--- src/cordic_pkg.sv ---
package cordic_pkg;

    localparam int WORD_W = 32;   // external operand width, q16.16
    localparam int ACC_W  = 48;   // internal working width, q16.32
    localparam int ITER_W = 4;    // wide enough for 16 micro-rotations

    localparam int N_ITER       = 16;  // fixed number of micro-rotations
    localparam int FRAC_BITS    = 32;  // fraction bits inside the engine
    localparam int IO_FRAC_BITS = 16;  // fraction bits at the ports
    localparam int PAD_BITS     = 16;  // zeros appended to widen an operand

    typedef logic signed [WORD_W-1:0] word_t;  // q16.16 operand or result
    typedef logic signed [ACC_W-1:0]  acc_t;   // q16.32 working value
    typedef logic        [ITER_W-1:0] iter_t;  // micro-rotation index

    // 1/K for the circular system, 0.6072529350088813 * 2^32
    localparam acc_t K_INV_CIRC = 48'sd2608131496;

    // coordinate system
    typedef enum logic {
        COORD_LINEAR   = 1'b0,
        COORD_CIRCULAR = 1'b1
    } coord_t;

    // rotation drives z to zero, vectoring drives y to zero
    typedef enum logic {
        OP_ROTATE = 1'b0,
        OP_VECTOR = 1'b1
    } op_t;

    typedef struct packed {
        op_t    op;     // rotate or vector
        coord_t coord;  // linear or circular
    } cordic_mode_t;

    typedef struct packed {
        acc_t x;  // x coordinate
        acc_t y;  // y coordinate
        acc_t z;  // angle or quotient accumulator
    } cordic_vec_t;

    // controller sequence
    typedef enum logic [1:0] {
        S_IDLE   = 2'd0,  // waiting for enable
        S_LOAD   = 2'd1,  // operands go into the datapath
        S_ITER   = 2'd2,  // micro-rotations 0 to N_ITER-1
        S_FINISH = 2'd3   // result capture
    } ctrl_state_t;

endpackage

--- src/cordic_angle_rom.sv ---
`timescale 1ns/100ps

module cordic_angle_rom (
    input  cordic_pkg::coord_t coord,  // selects atan or power-of-two table
    input  cordic_pkg::iter_t  iter,   // micro-rotation index
    output cordic_pkg::acc_t   alpha   // elementary angle in q16.32
);
    import cordic_pkg::*;

    acc_t atan_val;  // atan(2^-i)
    acc_t lin_val;   // 2^-i

    always_comb begin
        case (iter)
            4'd0:  atan_val = 48'sd3373259426;  // 0.785398
            4'd1:  atan_val = 48'sd1991351318;  // 0.463648
            4'd2:  atan_val = 48'sd1052175346;  // 0.244979
            4'd3:  atan_val = 48'sd534100635;
            4'd4:  atan_val = 48'sd268086748;
            4'd5:  atan_val = 48'sd134174063;
            4'd6:  atan_val = 48'sd67103403;
            4'd7:  atan_val = 48'sd33553749;
            4'd8:  atan_val = 48'sd16777131;
            4'd9:  atan_val = 48'sd8388597;
            4'd10: atan_val = 48'sd4194303;
            4'd11: atan_val = 48'sd2097152;   // from here atan(2^-i) rounds to 2^-i
            4'd12: atan_val = 48'sd1048576;
            4'd13: atan_val = 48'sd524288;
            4'd14: atan_val = 48'sd262144;
            4'd15: atan_val = 48'sd131072;
            default: atan_val = '0;
        endcase
    end

    // 1.0 in q16.32 shifted down by the index
    assign lin_val = (acc_t'(1) << FRAC_BITS) >> iter;

    assign alpha = (coord == COORD_CIRCULAR) ? atan_val : lin_val;

endmodule

--- src/cordic_ctrl.sv ---
`timescale 1ns/100ps

module cordic_ctrl (
    input  logic              clk,
    input  logic              rst,
    input  logic              enable,  // start strobe, seen only in idle
    output logic              load,    // datapath takes operands
    output logic              step,    // datapath does one micro-rotation
    output logic              finish,  // output stage captures results
    output cordic_pkg::iter_t iter,    // current micro-rotation index
    output logic              valid    // one cycle completion pulse
);
    import cordic_pkg::*;

    ctrl_state_t state;
    ctrl_state_t state_nxt;

    always_comb begin
        state_nxt = state;  // hold by default
        case (state)
            S_IDLE: begin
                if (enable) begin
                    state_nxt = S_LOAD;
                end
            end
            S_LOAD:   state_nxt = S_ITER;
            S_ITER: begin
                if (iter == iter_t'(N_ITER - 1)) begin  // last rotation this cycle
                    state_nxt = S_FINISH;
                end
            end
            S_FINISH: state_nxt = S_IDLE;  // next enable seen one cycle later
            default:  state_nxt = S_IDLE;
        endcase
    end

    always_ff @(posedge clk or posedge rst) begin
        if (rst) begin
            state <= S_IDLE;
            iter  <= '0;
            valid <= 1'b0;
        end else begin
            state <= state_nxt;
            valid <= finish;  // results are registered on the same edge
            if (state == S_LOAD) begin
                iter <= '0;  // restart index for the new operation
            end else if (state == S_ITER) begin
                iter <= iter + 1'b1;  // wraps to zero after the last rotation
            end
        end
    end

    // strobes decoded from state
    assign load   = (state == S_LOAD);
    assign step   = (state == S_ITER);
    assign finish = (state == S_FINISH);

endmodule

--- src/cordic_datapath.sv ---
`timescale 1ns/100ps

module cordic_datapath (
    input  logic                     clk,
    input  logic                     rst,
    input  logic                     load,    // take operands and mode
    input  logic                     step,    // one micro-rotation
    input  cordic_pkg::iter_t        iter,    // shift amount for this step
    input  cordic_pkg::word_t        x_in,
    input  cordic_pkg::word_t        y_in,
    input  cordic_pkg::word_t        z_in,
    input  cordic_pkg::cordic_mode_t mode,    // sampled on load only
    input  cordic_pkg::acc_t         alpha,   // elementary angle for iter
    output cordic_pkg::cordic_mode_t mode_q,  // mode held for the whole operation
    output cordic_pkg::cordic_vec_t  vec      // x/y/z working registers
);
    import cordic_pkg::*;

    cordic_vec_t vec_load;  // operands widened to q16.32
    cordic_vec_t vec_step;  // result of one micro-rotation
    acc_t        x_sh;      // x * 2^-i
    acc_t        y_sh;      // y * 2^-i
    logic        sigma;     // 1 rotates positive, 0 negative

    always_comb begin
        vec_load.x = {x_in, {PAD_BITS{1'b0}}};
        vec_load.y = {y_in, {PAD_BITS{1'b0}}};
        vec_load.z = {z_in, {PAD_BITS{1'b0}}};
        if (mode.op == OP_ROTATE && mode.coord == COORD_CIRCULAR) begin
            vec_load.x = K_INV_CIRC;  // pre-scaled unit vector gives cos/sin directly
            vec_load.y = '0;
        end
    end

    // direction of the next rotation
    always_comb begin
        if (mode_q.op == OP_ROTATE) begin
            sigma = ~vec.z[ACC_W-1];  // push z toward zero
        end else begin
            sigma = (vec.x[ACC_W-1] != vec.y[ACC_W-1]);  // push y toward zero
        end
    end

    assign x_sh = vec.x >>> iter;  // arithmetic shift keeps the sign
    assign y_sh = vec.y >>> iter;

    always_comb begin
        vec_step.y = sigma ? (vec.y + x_sh) : (vec.y - x_sh);
        vec_step.z = sigma ? (vec.z - alpha) : (vec.z + alpha);
        if (mode_q.coord == COORD_CIRCULAR) begin
            vec_step.x = sigma ? (vec.x - y_sh) : (vec.x + y_sh);
        end else begin
            vec_step.x = vec.x;  // linear system never moves x
        end
    end

    always_ff @(posedge clk or posedge rst) begin
        if (rst) begin
            mode_q <= '0;
        end else if (load) begin
            mode_q <= mode;
        end
    end

    // working registers, no reset
    always_ff @(posedge clk) begin
        if (load) begin
            vec <= vec_load;
        end else if (step) begin
            vec <= vec_step;
        end
    end

endmodule

--- src/cordic_output.sv ---
`timescale 1ns/100ps

module cordic_output (
    input  logic                     clk,
    input  logic                     rst,
    input  logic                     finish,  // capture strobe
    input  cordic_pkg::cordic_mode_t mode_q,  // mode of the finished operation
    input  cordic_pkg::cordic_vec_t  vec,     // final x/y/z in q16.32
    output cordic_pkg::word_t        x_out,
    output cordic_pkg::word_t        y_out,
    output cordic_pkg::word_t        z_out
);
    import cordic_pkg::*;

    acc_t                     x_abs;   // |x| before gain removal
    logic signed [2*ACC_W-1:0] prod;   // |x| * 1/K, q32.64
    acc_t                     x_gain;  // magnitude back in q16.32
    acc_t                     x_res;   // x chosen for capture

    // keep the upper 32 bits, q16.32 to q16.16
    function automatic word_t to_word(input acc_t v);
        to_word = v[FRAC_BITS-IO_FRAC_BITS +: WORD_W];
    endfunction

    always_comb begin
        x_abs  = vec.x[ACC_W-1] ? -vec.x : vec.x;
        prod   = (2*ACC_W)'(x_abs) * (2*ACC_W)'(K_INV_CIRC);
        x_gain = acc_t'(prod >>> FRAC_BITS);
        if (mode_q.op == OP_VECTOR && mode_q.coord == COORD_CIRCULAR) begin
            x_res = x_gain;  // vectoring grew x by K
        end else begin
            x_res = vec.x;
        end
    end

    // results hold until the next finish
    always_ff @(posedge clk or posedge rst) begin
        if (rst) begin
            x_out <= '0;
            y_out <= '0;
            z_out <= '0;
        end else if (finish) begin
            x_out <= to_word(x_res);
            y_out <= to_word(vec.y);
            z_out <= to_word(vec.z);
        end
    end

endmodule

--- src/cordic_top.sv ---
`timescale 1ns/100ps

module cordic_top (
    input  logic                     clk,
    input  logic                     rst,
    input  logic                     enable,  // start strobe
    input  cordic_pkg::word_t        x_in,
    input  cordic_pkg::word_t        y_in,
    input  cordic_pkg::word_t        z_in,
    input  cordic_pkg::cordic_mode_t mode,    // operation and coordinate system
    output cordic_pkg::word_t        x_out,
    output cordic_pkg::word_t        y_out,
    output cordic_pkg::word_t        z_out,
    output logic                     valid    // completion pulse
);
    import cordic_pkg::*;

    logic         load;
    logic         step;
    logic         finish;
    iter_t        iter;
    cordic_mode_t mode_q;  // latched at load
    cordic_vec_t  vec;
    acc_t         alpha;

    cordic_ctrl u_ctrl (
        .clk    (clk),
        .rst    (rst),
        .enable (enable),
        .load   (load),
        .step   (step),
        .finish (finish),
        .iter   (iter),
        .valid  (valid)
    );

    cordic_datapath u_datapath (
        .clk    (clk),
        .rst    (rst),
        .load   (load),
        .step   (step),
        .iter   (iter),
        .x_in   (x_in),
        .y_in   (y_in),
        .z_in   (z_in),
        .mode   (mode),
        .alpha  (alpha),
        .mode_q (mode_q),
        .vec    (vec)
    );

    // table follows the latched coordinate system
    cordic_angle_rom u_angle_rom (
        .coord (mode_q.coord),
        .iter  (iter),
        .alpha (alpha)
    );

    cordic_output u_output (
        .clk    (clk),
        .rst    (rst),
        .finish (finish),
        .mode_q (mode_q),
        .vec    (vec),
        .x_out  (x_out),
        .y_out  (y_out),
        .z_out  (z_out)
    );

endmodule

--- config.mk ---
export PLATFORM = sky130hd
export DESIGN_NAME = cordic_top
export DESIGN_NICKNAME = d
export VERILOG_FILES = /design/src/cordic_pkg.sv /design/src/cordic_angle_rom.sv /design/src/cordic_ctrl.sv /design/src/cordic_datapath.sv /design/src/cordic_output.sv /design/src/cordic_top.sv
export SDC_FILE = /design/constraint.sdc
export NUM_CORES = 2
export LEC_CHECK = 0
export BUFFER_PORTS_ARGS = -buffer_cell sky130_fd_sc_hd__buf_4
export CAP_MARGIN = 20
export CORE_ASPECT_RATIO = 2
export CORE_MARGIN = 10
export CORE_UTILIZATION = 45
export DETAILED_ROUTE_END_ITERATION = 7
export PLACE_DENSITY = 0.66
export SYNTH_ARGS = -nofsm -noshare
export SYNTH_HDL_FRONTEND = slang
export SYNTH_SLANG_ARGS = --single-unit
--- constraint.sdc ---
create_clock -name clk -period 16.6 [get_ports clk]
set_clock_uncertainty 0.15 [all_clocks]
set_input_delay 4.98 -clock clk [delete_from_list [all_inputs] [get_ports clk]]
set_output_delay 4.98 -clock clk [all_outputs]
set_load 0.1 [all_outputs]
==> impl_metrics.json <==
{
  "worst_slew_pin_slew_ns": 1.19,
  "cp-start-kind": "flop",
  "htreeDepth": 1,
  "slew_violations": 0,
  "clkTransAtPathRegs_ns": 0.08,
  "grt_start_max_net_pins": 104,
  "timing.final.ws_setup_ns": 4.87,
  "synth_top_area_share_pct": 24.5,
  "drv_cap": 0,
  "area_growth_pct": 7.32,
  "synth_nets": 7344,
  "synth_edf_count": 128,
  "wirelength_mm": 226,
  "synth_top_flop_cell": "edfxtp_1",
  "nNetsFinal": 7430,
  "rsz0062_at_grt": "no",
  "seq_area_frac_synth_pct": 12.7,
  "finalSetupViolCount": 0,
  "worst-path-max-fanout": 8,
  "endpoint_kind": "flop",
  "clock_path_buffers": 3,
  "synth_warnings": 0,
  "cts_buffers": 27,
  "synthesis.instances": 6031,
  "clk_latency_ns": 0.62,
  "yosysTopAreaCell": "fa_1",
  "fin_setup_tns_ns": 0,
  "hpwl_mm": 191,
  "start_util_pct": 45.1,
  "hp-class": "reg2reg",
  "crit_required_ns": 17.00,
  "synth_area_leaders": "fa_1 (24%), ha_1 (13%), inv_1 (8.2%)",
  "fillCellCount": 11700,
  "syn-cell-area_um2": 53600,
  "die_area_um2": 134000,
  "coreArea_um2": 119000,
  "crit_slowest_cell": "nor2_1",
  "status": "finished clean",
  "pre_cts_ws_ns": 5.31,
  "viasPerCell": 5.85,
  "hold_viol": 0,
  "max_stage_delay_ns": 0.85,
  "antenna_found_initial": 15,
  "drc": 0,
  "globalRouteTotalUtil_pct": 33.1,
  "io_buffers": 197,
  "clkSinkCount": 249,
  "fin_crit_sh_pct": 70.7,
  "final_cell_mix": "inv_1 (1169), fa_1 (655), ha_1 (554)",
  "post_cts_buffers": 0,
  "layout_commonest_cell": "inv_1",
  "ios": 198,
  "die_w_um": 264,
  "max_freq_ghz": 0.0852,
  "wl_per_cell_um": 29.4,
  "root_buffer": "clkbuf_16",
  "die_h_um": 508,
  "ant_nets": 0,
  "drtIter0Drc": 2992,
  "crit_type": "reg2reg",
  "worstPathArrival_ns": 12.13,
  "gp_congestion": 1.03,
  "rows": 179,
  "path_buf_inv": 7,
  "avgSynthCellArea_um2": 8.88,
  "ys_ff_latch": 249,
  "ctsHoldBuffers": 0,
  "routed-via-count": 44900,
  "grt_overflow": 0,
  "dr.pass1.iters": 5,
  "cts_tree": "yes",
  "ctsResizeCount": 0,
  "synth_cell_types": 131,
  "period_minus_slack_ns": 11.73,
  "grt_pass1_wl_mm": 322,
  "synthArstFlopShare_pct": 42.2,
  "slew_headroom_pct": 19.8,
  "grt_pass1_vias": 48200,
  "drive_above_1_share_pct": 9.39,
  "cp_top_family": "adder cells"
}
stage by stage:
step | util (%) | area (um^2) | std cells | hold WS (ns)
6_report | 48.4 | 57500 | 7679 | 0.330
5_1_grt | 48.4 | 57500 | 7676 | 0.351
4_1_cts | 48.4 | 57500 | 7673 | 0.333
3_5_place_dp | 47.6 | 56600 | 7624 | 0.323
3_3_place_gp | 47.6 | 56500 | 7622 | 0.304
2_1_floorplan | - | 53600 | 6031 | 0.295
cells in the mapped netlist, drive strengths merged, types with 98 or more instances:
library cell     n
inv           1178
fa             655
ha             557
nand2          537
a21oi          394
o21ai          350
nor2           262
xnor2          238
xor2           221
a21o           141
edfxtp         128
clkbuf         118
dfrtp          105
buf             98
cell families (layout without fill, tap and decap cells):
logic type / count (synthesis) / after routing / synth area share, %
buf+inv: 1394 / 1500 / 10.3
compound gates: 1273 / 1273 / 14.8
fa+ha+maj: 1213 / 1213 / 37.5
simple gates: 1193 / 1193 / 10.4
xor+xnor: 459 / 459 / 7.69
mux: 250 / 250 / 6.64
flops: 249 / 249 / 12.7
other cells: 0 / 4 / 0
metal layers:
layer	routed length (um)	global-route usage [%]	vias up
li1	-	-	20100
met1	66700	28.6	22200
met2	122000	62.8	1766
met3	10200	4.64	829
met4	27500	33.0	18
met5	126	0	-
registers in the layout (all words and copies together), names as in the netlist:
name               count
u_ctrl.iter            4
u_ctrl.state           2
u_ctrl.valid           1
u_datapath.mode_q      2
u_datapath.vec       144
u_output.x_out        32
u_output.y_out        32
u_output.z_out        32
cell type report:
class                           count  area [um^2]  share of cell area, %
Sequential cell                   249         6810                   11.8
Tap cell                         1538         1920                   3.35
Inverter                         1178         4420                   7.69
Antenna cell                        4         10.0                 0.0174
Multi-Input combinational cell   4388        41400                   71.9
Clock buffer                       33          751                   1.31
Clock inverter                     16          164                  0.285
Timing Repair Buffer              273         2060                   3.59
tightest hold or removal path, cell delays in order (launching register included):
cell	delay, ns
dfxtp_1	0.31
nor2_1	0.08
a211oi_1	0.04
final timing paths:
check	startpoint	to	slack (ns)	cells past startpoint
max	u_datapath.vec[98]	u_output.x_out[3]	4.87	32
min	u_datapath.vec[0]	u_datapath.vec[0]	0.33	2
max in group asynchronous	rst	u_ctrl.iter[1]	10.19	4
max reg2reg	u_datapath.vec[98]	u_output.x_out[3]	4.87	32
min reg2reg	u_datapath.vec[0]	u_datapath.vec[0]	0.33	2
min in group asynchronous	rst	u_output.y_out[13]	4.26	2
Power is not shown: default switching activity piles up to over one toggle a cycle in this logic, so the estimate is an artifact.
